===== src/source/dcache_pkg.sv =====
package dcache_pkg;

    ////////////////////////////////////////////////////////////
    // basic widths
    ////////////////////////////////////////////////////////////

    typedef logic [31:0] addr_t;
    typedef logic [31:0] word_t;
    typedef logic [3:0]  strb_t;

    // geometry defaults that the top level overrides
    localparam int default_index_width  = 4;
    localparam int default_offset_width = 2;

    ////////////////////////////////////////////////////////////
    // pipeline side
    ////////////////////////////////////////////////////////////

    typedef enum logic [1:0] {
        kind_read       = 2'd0,
        kind_write      = 2'd1,
        kind_invalidate = 2'd2
    } req_kind_e;

    // invalidate uses only the index bits of addr
    typedef struct packed {
        req_kind_e kind;
        logic      uncached;
        addr_t     addr;
        word_t     wdata;
        strb_t     wstrb;
    } cache_req_t;

    ////////////////////////////////////////////////////////////
    // memory side
    ////////////////////////////////////////////////////////////

    // a line fill has the offset bits of addr cleared
    typedef struct packed {
        logic  write;
        logic  line;
        addr_t addr;
        word_t wdata;
        strb_t wstrb;
    } mem_req_t;

endpackage


===== src/source/dcache_ctrl.sv =====
`timescale 1ns/1ns

module dcache_ctrl
    import dcache_pkg::*;
#(
    parameter int  index_width  = default_index_width,
    parameter int  offset_width = default_offset_width,
    localparam int tag_width    = 32 - index_width - offset_width - 2,
    localparam int line_width   = 32 << offset_width,
    localparam int index_lsb    = offset_width + 2
) (
    input  logic                    clk,
    input  logic                    reset,
    // pipeline
    input  logic                    req_valid,
    input  cache_req_t              req,
    output logic                    req_ready,
    output logic                    resp_valid,
    output word_t                   rdata,
    input  word_t                   hit_word,
    // tag store
    input  logic [1:0]              hit,
    input  logic                    victim,
    output logic [index_width-1:0]  lookup_index,
    output logic [tag_width-1:0]    lookup_tag,
    output logic [index_width-1:0]  wr_index,
    output logic [tag_width-1:0]    wr_tag,
    output logic [1:0]              tag_we,
    output logic                    inv_set,
    output logic                    touch,
    output logic                    touch_way,
    // data store
    output logic [offset_width-1:0] wr_offset,
    output word_t                   wr_word,
    output strb_t                   wr_strb,
    output logic [1:0]              data_word_we,
    output logic [1:0]              data_line_we,
    // memory
    output logic                    mem_req_valid,
    output mem_req_t                mem_req,
    input  logic                    mem_addr_ok,
    input  logic                    mem_data_ok,
    input  logic [line_width-1:0]   mem_rdata
);

    typedef enum logic [2:0] {
        idle,
        lookup,
        mem_wait_addr,
        mem_wait_data,
        respond
    } state_e;

    state_e     state;
    state_e     state_next;
    cache_req_t rbuf;
    addr_t      cur_addr;
    logic       accept;
    logic       is_read;
    logic       is_write;
    logic       is_inval;
    logic       fill_req;
    logic       in_lookup;
    logic       data_back;
    logic       fill_done;
    logic [1:0] victim_mask;

    ////////////////////////////////////////////////////////////
    // request buffer
    ////////////////////////////////////////////////////////////

    assign req_ready = (state == idle);
    assign accept    = req_valid && req_ready;

    always_ff @(posedge clk) begin
        if (accept) begin
            rbuf <= req;
        end
    end

    assign is_read  = (rbuf.kind == kind_read);
    assign is_write = (rbuf.kind == kind_write);
    assign is_inval = (rbuf.kind == kind_invalidate);
    assign fill_req = is_read && !rbuf.uncached;

    // arrays are addressed by the incoming request while idle
    assign cur_addr     = req_ready ? req.addr : rbuf.addr;
    assign lookup_index = cur_addr[index_lsb +: index_width];
    assign lookup_tag   = cur_addr[31 -: tag_width];

    assign wr_index  = rbuf.addr[index_lsb +: index_width];
    assign wr_tag    = rbuf.addr[31 -: tag_width];
    assign wr_offset = rbuf.addr[2 +: offset_width];
    assign wr_word   = rbuf.wdata;
    assign wr_strb   = rbuf.wstrb;

    ////////////////////////////////////////////////////////////
    // main FSM
    ////////////////////////////////////////////////////////////

    always_ff @(posedge clk) begin
        if (reset) begin
            state <= idle;
        end else begin
            state <= state_next;
        end
    end

    always_comb begin
        state_next = state;
        case (state)
            idle: begin
                if (accept) begin
                    // uncached accesses skip the arrays entirely
                    if (req.uncached && req.kind != kind_invalidate) begin
                        state_next = mem_wait_addr;
                    end else begin
                        state_next = lookup;
                    end
                end
            end
            lookup: begin
                if (is_inval) begin
                    state_next = idle;
                end else if (is_read && |hit) begin
                    state_next = respond;
                end else begin
                    // read miss or any write
                    state_next = mem_wait_addr;
                end
            end
            mem_wait_addr: begin
                if (mem_addr_ok) begin
                    state_next = mem_wait_data;
                end
            end
            mem_wait_data: begin
                if (mem_data_ok) begin
                    state_next = is_write ? idle : respond;
                end
            end
            respond: begin
                state_next = idle;
            end
            default: begin
                state_next = idle;
            end
        endcase
    end

    ////////////////////////////////////////////////////////////
    // store controls
    ////////////////////////////////////////////////////////////

    assign in_lookup   = (state == lookup);
    assign data_back   = (state == mem_wait_data) && mem_data_ok;
    assign fill_done   = data_back && fill_req;
    assign victim_mask = victim ? 2'b10 : 2'b01;

    assign inv_set      = in_lookup && is_inval;
    // a write hit updates the line and a write miss leaves it alone
    assign data_word_we = (in_lookup && is_write) ? hit : 2'b00;
    assign data_line_we = fill_done ? victim_mask : 2'b00;
    assign tag_we       = fill_done ? victim_mask : 2'b00;

    assign touch     = (in_lookup && !is_inval && |hit) || fill_done;
    assign touch_way = fill_done ? victim : hit[1];

    ////////////////////////////////////////////////////////////
    // memory request and response word
    ////////////////////////////////////////////////////////////

    assign mem_req_valid = (state == mem_wait_addr);

    always_comb begin
        mem_req.write = is_write;
        mem_req.line  = fill_req;
        mem_req.addr  = rbuf.addr;
        mem_req.wdata = rbuf.wdata;
        mem_req.wstrb = rbuf.wstrb;
        if (fill_req) begin
            mem_req.addr[index_lsb-1:0] = '0;
        end
    end

    always_ff @(posedge clk) begin
        if (in_lookup) begin
            rdata <= hit_word;
        end else if (data_back) begin
            // uncached words come back in the low lane
            rdata <= rbuf.uncached ? mem_rdata[31:0] : mem_rdata[32*wr_offset +: 32];
        end
    end

    assign resp_valid = (state == respond);

endmodule


===== config.mk =====
export PLATFORM = sky130hd
export DESIGN_NAME = dcache_ctrl
export DESIGN_NICKNAME = d
export VERILOG_FILES = /design/src/source/dcache_pkg.sv /design/src/source/dcache_ctrl.sv
export SDC_FILE = /design/constraint.sdc
export NUM_CORES = 1
export LEC_CHECK = 0
export ABC_CLOCK_PERIOD_IN_PS = 3000
export BUFFER_PORTS_ARGS = -buffer_cell sky130_fd_sc_hd__clkbuf_2
export CAP_MARGIN = 20
export CORE_AREA = 2 2 174 176
export CTS_BUF_LIST = sky130_fd_sc_hd__clkbuf_4 sky130_fd_sc_hd__clkbuf_8
export CTS_CLUSTER_DIAMETER = 150
export CTS_CLUSTER_SIZE = 12
export DETAILED_ROUTE_END_ITERATION = 10
export DIE_AREA = 0 0 176 178
export SLEW_MARGIN = 20
export SYNTH_ARGS = -nofsm -noshare
export SYNTH_HDL_FRONTEND = slang
export SYNTH_SLANG_ARGS = --single-unit

===== constraint.sdc =====
create_clock -name clk -period 3 [get_ports clk]
set_input_delay 0 -clock clk [delete_from_list [all_inputs] [get_ports clk]]
set_output_delay 0 -clock clk [all_outputs]
set_load 0.03 [all_outputs]

### Word-level counts from Yosys, hierarchy flattened

Index checks and enable logic that the tools add are counted.

* add/subtract/negate cells: 0
* multipliers: 0
* div/mod/pow operators: 0
* magnitude comparators: 0
* equal/unequal tests: 10
* shift-type cells: 1
* muxes and demuxes: 17
* bitwise operators: 0
* reductions and logical operators: 18

Operators by type and width (number)
* $mux W32: 4
* $shiftx A128 B8 Y32: 1
* $mux W3: 6
* $pmux W3 S4: 1
* $logic_and A1 B1 Y1: 10
* $mux W2: 4
* $eq A3 B2 Y1 const B: 2
* $mux W4: 1
* $ne A2 B1 Y1 const B: 2
* $ne A2 B2 Y1 const B: 2
* $eq A3 B1 Y1 const B: 1
* $eq A3 B3 Y1 const B: 1
* $logic_not A3 Y1: 1
* $reduce_and A3 Y1: 1
* $eq A2 B1 Y1 const B: 1
* $eq A2 B2 Y1 const B: 1
* $logic_not A1 Y1: 2
* $logic_not A2 Y1: 1
* $reduce_bool A2 Y1: 1
* $reduce_or A2 Y1: 1
* $logic_or A1 B1 Y1: 1
* $mux W1: 1

* register bits: 106
* bits in latches: 0
* RAM bits: 0
* memory bits (read-only): 0
* input bits: 239
* output and inout port bits: 208
* logic and storage cells: 53
* memories kept: 0

### Logic depth before layout (Yosys ltp)

* word-level depth: 5
* mapped depth: 6
* mapped depth without buffers: 3

### Worst setup path before layout

OpenSTA, ideal clock, no wires.

* path kind: reg2reg
* start point: register state[2]
* end point: register rbuf, in the netlist mem_req[40] (enable)
* library setup time: 0.437 ns
* arrival: 2.641 ns
* data required time: 2.563 ns
* slack: -0.078 ns
* cell stages (with the launch flop): 4
* path buffers: 1
* clock period less this slack: 3.078 ns
* cells stage by stage: dfxtp_1 > nor3_1 > buf_2 > and2_1

* word-level cells in the longest chain between the ends: 2

RTL lines
* start, declared: RTL line dcache_ctrl.sv:54 `state_e state;`
* start signal, assigned: RTL line dcache_ctrl.sv:103 `state <= idle;`
* start signal, assigned: RTL line dcache_ctrl.sv:105 `state <= state_next;`
* $logic_not A3 Y1: RTL line dcache_ctrl.sv:72 `assign req_ready = (state == idle);`
* via req_ready: RTL line dcache_ctrl.sv:17 `output logic req_ready,`
* $logic_and A1 B1 Y1: RTL line dcache_ctrl.sv:73 `assign accept = req_valid && req_ready;`
* via accept: RTL line dcache_ctrl.sv:58 `logic accept;`
* end signal, assigned: RTL line dcache_ctrl.sv:77 `rbuf <= req;`
* end, declared: RTL line dcache_ctrl.sv:56 `cache_req_t rbuf;`

The timed path passes the listed nets, and every way through them passes these cells.
A chain may end at the register's enable or synchronous reset.

### Worst setup path after layout

* start point: register rbuf, in the netlist wr_offset[1]
* end point: register rdata[8], data pin

* word-level cells in the longest chain between the ends: 4

RTL lines
* $shiftx A128 B8 Y32: RTL line dcache_ctrl.sv:191 `rdata <= rbuf.uncached ? mem_rdata[31:0] : mem_rdata[32*wr_offset +: 32];`
* $mux W32: RTL line dcache_ctrl.sv:191
* $mux W32: RTL line dcache_ctrl.sv:189 `end else if (data_back) begin`
* $mux W32: RTL line dcache_ctrl.sv:187 `if (in_lookup) begin`
* end signal, assigned: RTL line dcache_ctrl.sv:188 `rdata <= hit_word;`
* end signal, assigned: RTL line dcache_ctrl.sv:191
* end, declared: RTL line dcache_ctrl.sv:19 `output word_t rdata,`

Every way passes these cells. The select of a mux whose other input is x is not followed.

==> flow_summary.yaml <==
timing:
  worst_clock_skew_ns: 0.02001
  fmax_mhz: 368.9
  rsz0062_at_grt: "false"
  hold_viol_final: 0
  maxSlewViolCount: 0
  worstMarginPinSlew_ns: 0.8312
  relSlewSlack_pct: 44.39
  fin_crit_sh_pct: 90.36
  tns_ns: 0
  layout_min_cycle_time_ns: 2.711
  setup_violations: 0
global_routing:
  grt_max_degree: 47
  grt-ovfl-total: 0
  antenna_found_initial: 1
  track_usage_pct: 13.47
  grt_pass1_vias: 5679
  grt_pass1_wl_um: 32150
synth:
  yosys_warnings: 0
  seq_area_frac_synth_pct: 51.62
  synth-simple-area-share_pct: 11.02
  synth_area_leaders: "edfxtp_1 51%, buf_4 17%, mux2_2 5.5%, o21ai_0 4.4%, a2111oi_0 4.0%"
  synth.distinct_cells: 39
  synth-xor-area-share_pct: 0
  avgSynthCellArea_um2: 11.35
  syn_inst: 538
  synth_mux_area_share_pct: 6.596
  synth_adder_area_share_pct: 0
  synth_nets: 777
  synth_top_family_by_area: "buffers and inverters"
  synth_compound_area_share_pct: 11.74
  synth-seq-cells: 106
  yosysTopAreaCell: "edfxtp_1"
  yosysTopAreaCellShare_pct: 50.63
  netlist_area_mm2: 0.006108
setup_path:
  ff2ff_path_depth: 5
  reg2reg_from: "wr_offset[1]$_DFFE_PP_"
  end_kind: "register"
  cp.arrival_ns: 2.97
  critPathKind: "reg2reg"
  start_kind: "register"
  r2r_end: "rdata[8]$_DFFE_PP_"
  critPathSlowestCell: "o21ba_2"
  crit_chain: "buf_4, o21ba_2, o21ai_0, o21ai_1, dlygate4sd3_1"
  rrSetupSlack_ns: 0.29
  cpPeakStageDelay_ns: 0.63
  worstPathRequired_ns: 3.26
  crit_fanout: 33
drt:
  vias: 5880
  firstDrtPassIters: 5
  via_per_inst: 4.295
  wl_per_cell_um: 16.59
  drcViolationCount: 0
  drt_iter0_drc: 308
  detail-route-antenna-nets: 0
  wl_um: 22710
hold_path:
  hold_path_end: "rdata[0]$_DFFE_PP_"
  hold-path-cell-count: 3
  min_from: "mem_rdata[0]"
  min_path_type: "in2reg"
clock_tree:
  cts_buffers: 9
  clk_latency_ns: 0.39
  clockRootBuffer: "clkbuf_8"
  path_clk_slew_ns: 0.13
  cts_resized: 0
  cts_tree: "yes"
  h-tree-depth: 3
  cts.sinks: 106
  cts_buffer_depth: 2
die:
  die_area_mm2: 0.03133
  die_w_um: 176
  rows: 63
  fp.dieH_um: 178
  initial_core_util_pct: 20.78
  core-area_mm2: 0.02940
  design.portCount: 447
pwr:
  power_density_mw_per_mm2: 525.0
  p_total_uw: 4904
  ir_worst_vdd_v: 0.0002662
  p_leak_uw: 0.004233
status:
  status: "complete, no violations"
place:
  hpwl_um: 16770
  gp_congestion: 0.9281
  port_buffers: 446
final_layout:
  utilization_pct: 31.77
  finalNetCount: 1212
  fill_cells: 3039
  syn2layout_area_growth_pct: 52.93
  layout_commonest_cell: "clkbuf_2"
  drive_gt1_share_pct: 53.07
  final_cell_mix: "446 x clkbuf_2, 132 x dlygate4sd3_1, 103 x edfxtp_1"
flow_run:
  drv_cap: 0
-- critical path, delay by kind of cell, from the launching register on --
family / cells / cell delay, ns
DFF: 1 / 0.54
AOI/OAI and AO/OA: 3 / 1.04
buffers and inverters: 2 / 0.96
-- worst max-delay path by stage --
stage | startpoint | to | slack [ns] | depth (start not counted)
2_1_floorplan | state[2]$_SDFFE_PP0P_ | mem_req[40]$_DFFE_PP_ | 0.69 | 3
3_3_place_gp | state[0]$_SDFFE_PP0P_ | rdata[9]$_DFFE_PP_ | 0.87 | 2
3_5_place_dp | state[0]$_SDFFE_PP0P_ | rdata[9]$_DFFE_PP_ | 0.83 | 2
4_1_cts | wr_offset[0]$_DFFE_PP_ | rdata[11]$_DFFE_PP_ | 0.34 | 5
5_1_grt | wr_offset[1]$_DFFE_PP_ | rdata[8]$_DFFE_PP_ | 0.19 | 5
6_report | wr_offset[1]$_DFFE_PP_ | rdata[8]$_DFFE_PP_ | 0.29 | 5
-- through the flow --
stage,area [µm²],instances,setup slack (ns),hold WS [ns]
2_1_floorplan,6110,538,0.6884,0.09887
3_3_place_gp,7797,1220,0.8717,0.1777
3_5_place_dp,7797,1220,0.8338,0.1787
4_1_cts,9331,1368,0.3448,0.002506
5_1_grt,9339,1368,0.1939,0.01537
6_report,9341,1369,0.2893,0.03025
-- cells in the mapped netlist --
library cell  instances
a21oi_1               5
nand2b_1              1
or2_2                 1
or3b_2                2
o21ba_2               1
buf_2                 9
o2111ai_1             1
inv_1                 6
a31oi_1               1
a2111oi_0            28
and2_1                2
edfxtp_1            103
nor2b_1              27
o2bb2ai_1             4
mux2i_1               5
nand3_1               1
o31ai_1               6
dfxtp_1               3
or4_4                 1
o21ai_1               4
and2b_1               4
nor3b_4               1
mux2_2               30
buf_4               135
or4b_2                5
o21bai_1              2
o21ai_0              54
and3_1               29
nor2_1                7
mux2_4                1
clkbuf_2              2
nor3_1                5
nand2_1              28
o2111a_1              1
clkbuf_1             19
nand4b_1              1
o311ai_0              1
o311a_1               1
o22ai_1               1
-- where the power goes --
part | switching [µW] | internal (µW) | leakage, µW | total (µW)
Combinational | 1250 | 721 | 0.00313 | 1970
Sequential | 111 | 1860 | 0.000996 | 1970
Clock | 619 | 346 | 0.000107 | 965
-- repair_timing --
action / CTS / global route
hold buffers: 132 / 0
setup buffers: 0 / 0
hold endpoints to repair: 105 / 0
-- flip-flops by register name, summed over array words and instances, names as in the netlist --
name,cells
wr_offset,2
wr_word,32
state,3
mem_req,28
rdata,32
wr_strb,4
rbuf,5
-- cell type report --
class / count / area [µm²] / area share, %
antenna: 1 / 2.502 / 0.02679
clock buffer: 9 / 123.9 / 1.326
clock inverter: 7 / 88.84 / 0.9510
inverter: 6 / 22.52 / 0.2411
multi-input combinational: 261 / 1814 / 19.42
sequential: 106 / 3153 / 33.75
tap: 390 / 488.0 / 5.224
timing repair buffer: 589 / 3649 / 39.06
-- cell families after synthesis --
| logic type | after synthesis |
|---|---|
| AO/OA/AOI/OAI | 110 |
| multiplexers | 36 |
| flip-flops | 106 |
| buffers and inverters | 171 |
| AND/OR/NAND/NOR | 115 |
-- per-layer routing --
| layer | global-route usage (%) | wire length, µm | up-vias |
|---|---|---|---|
| li1 | - | - | 2712 |
| met1 | 16.19 | 9035 | 2823 |
| met2 | 23.97 | 11590 | 314 |
| met3 | 2.621 | 1516 | 31 |
| met4 | 4.787 | 566 | 0 |
| met5 | 0 | 0 | - |
(Power assumes the default switching activity.)
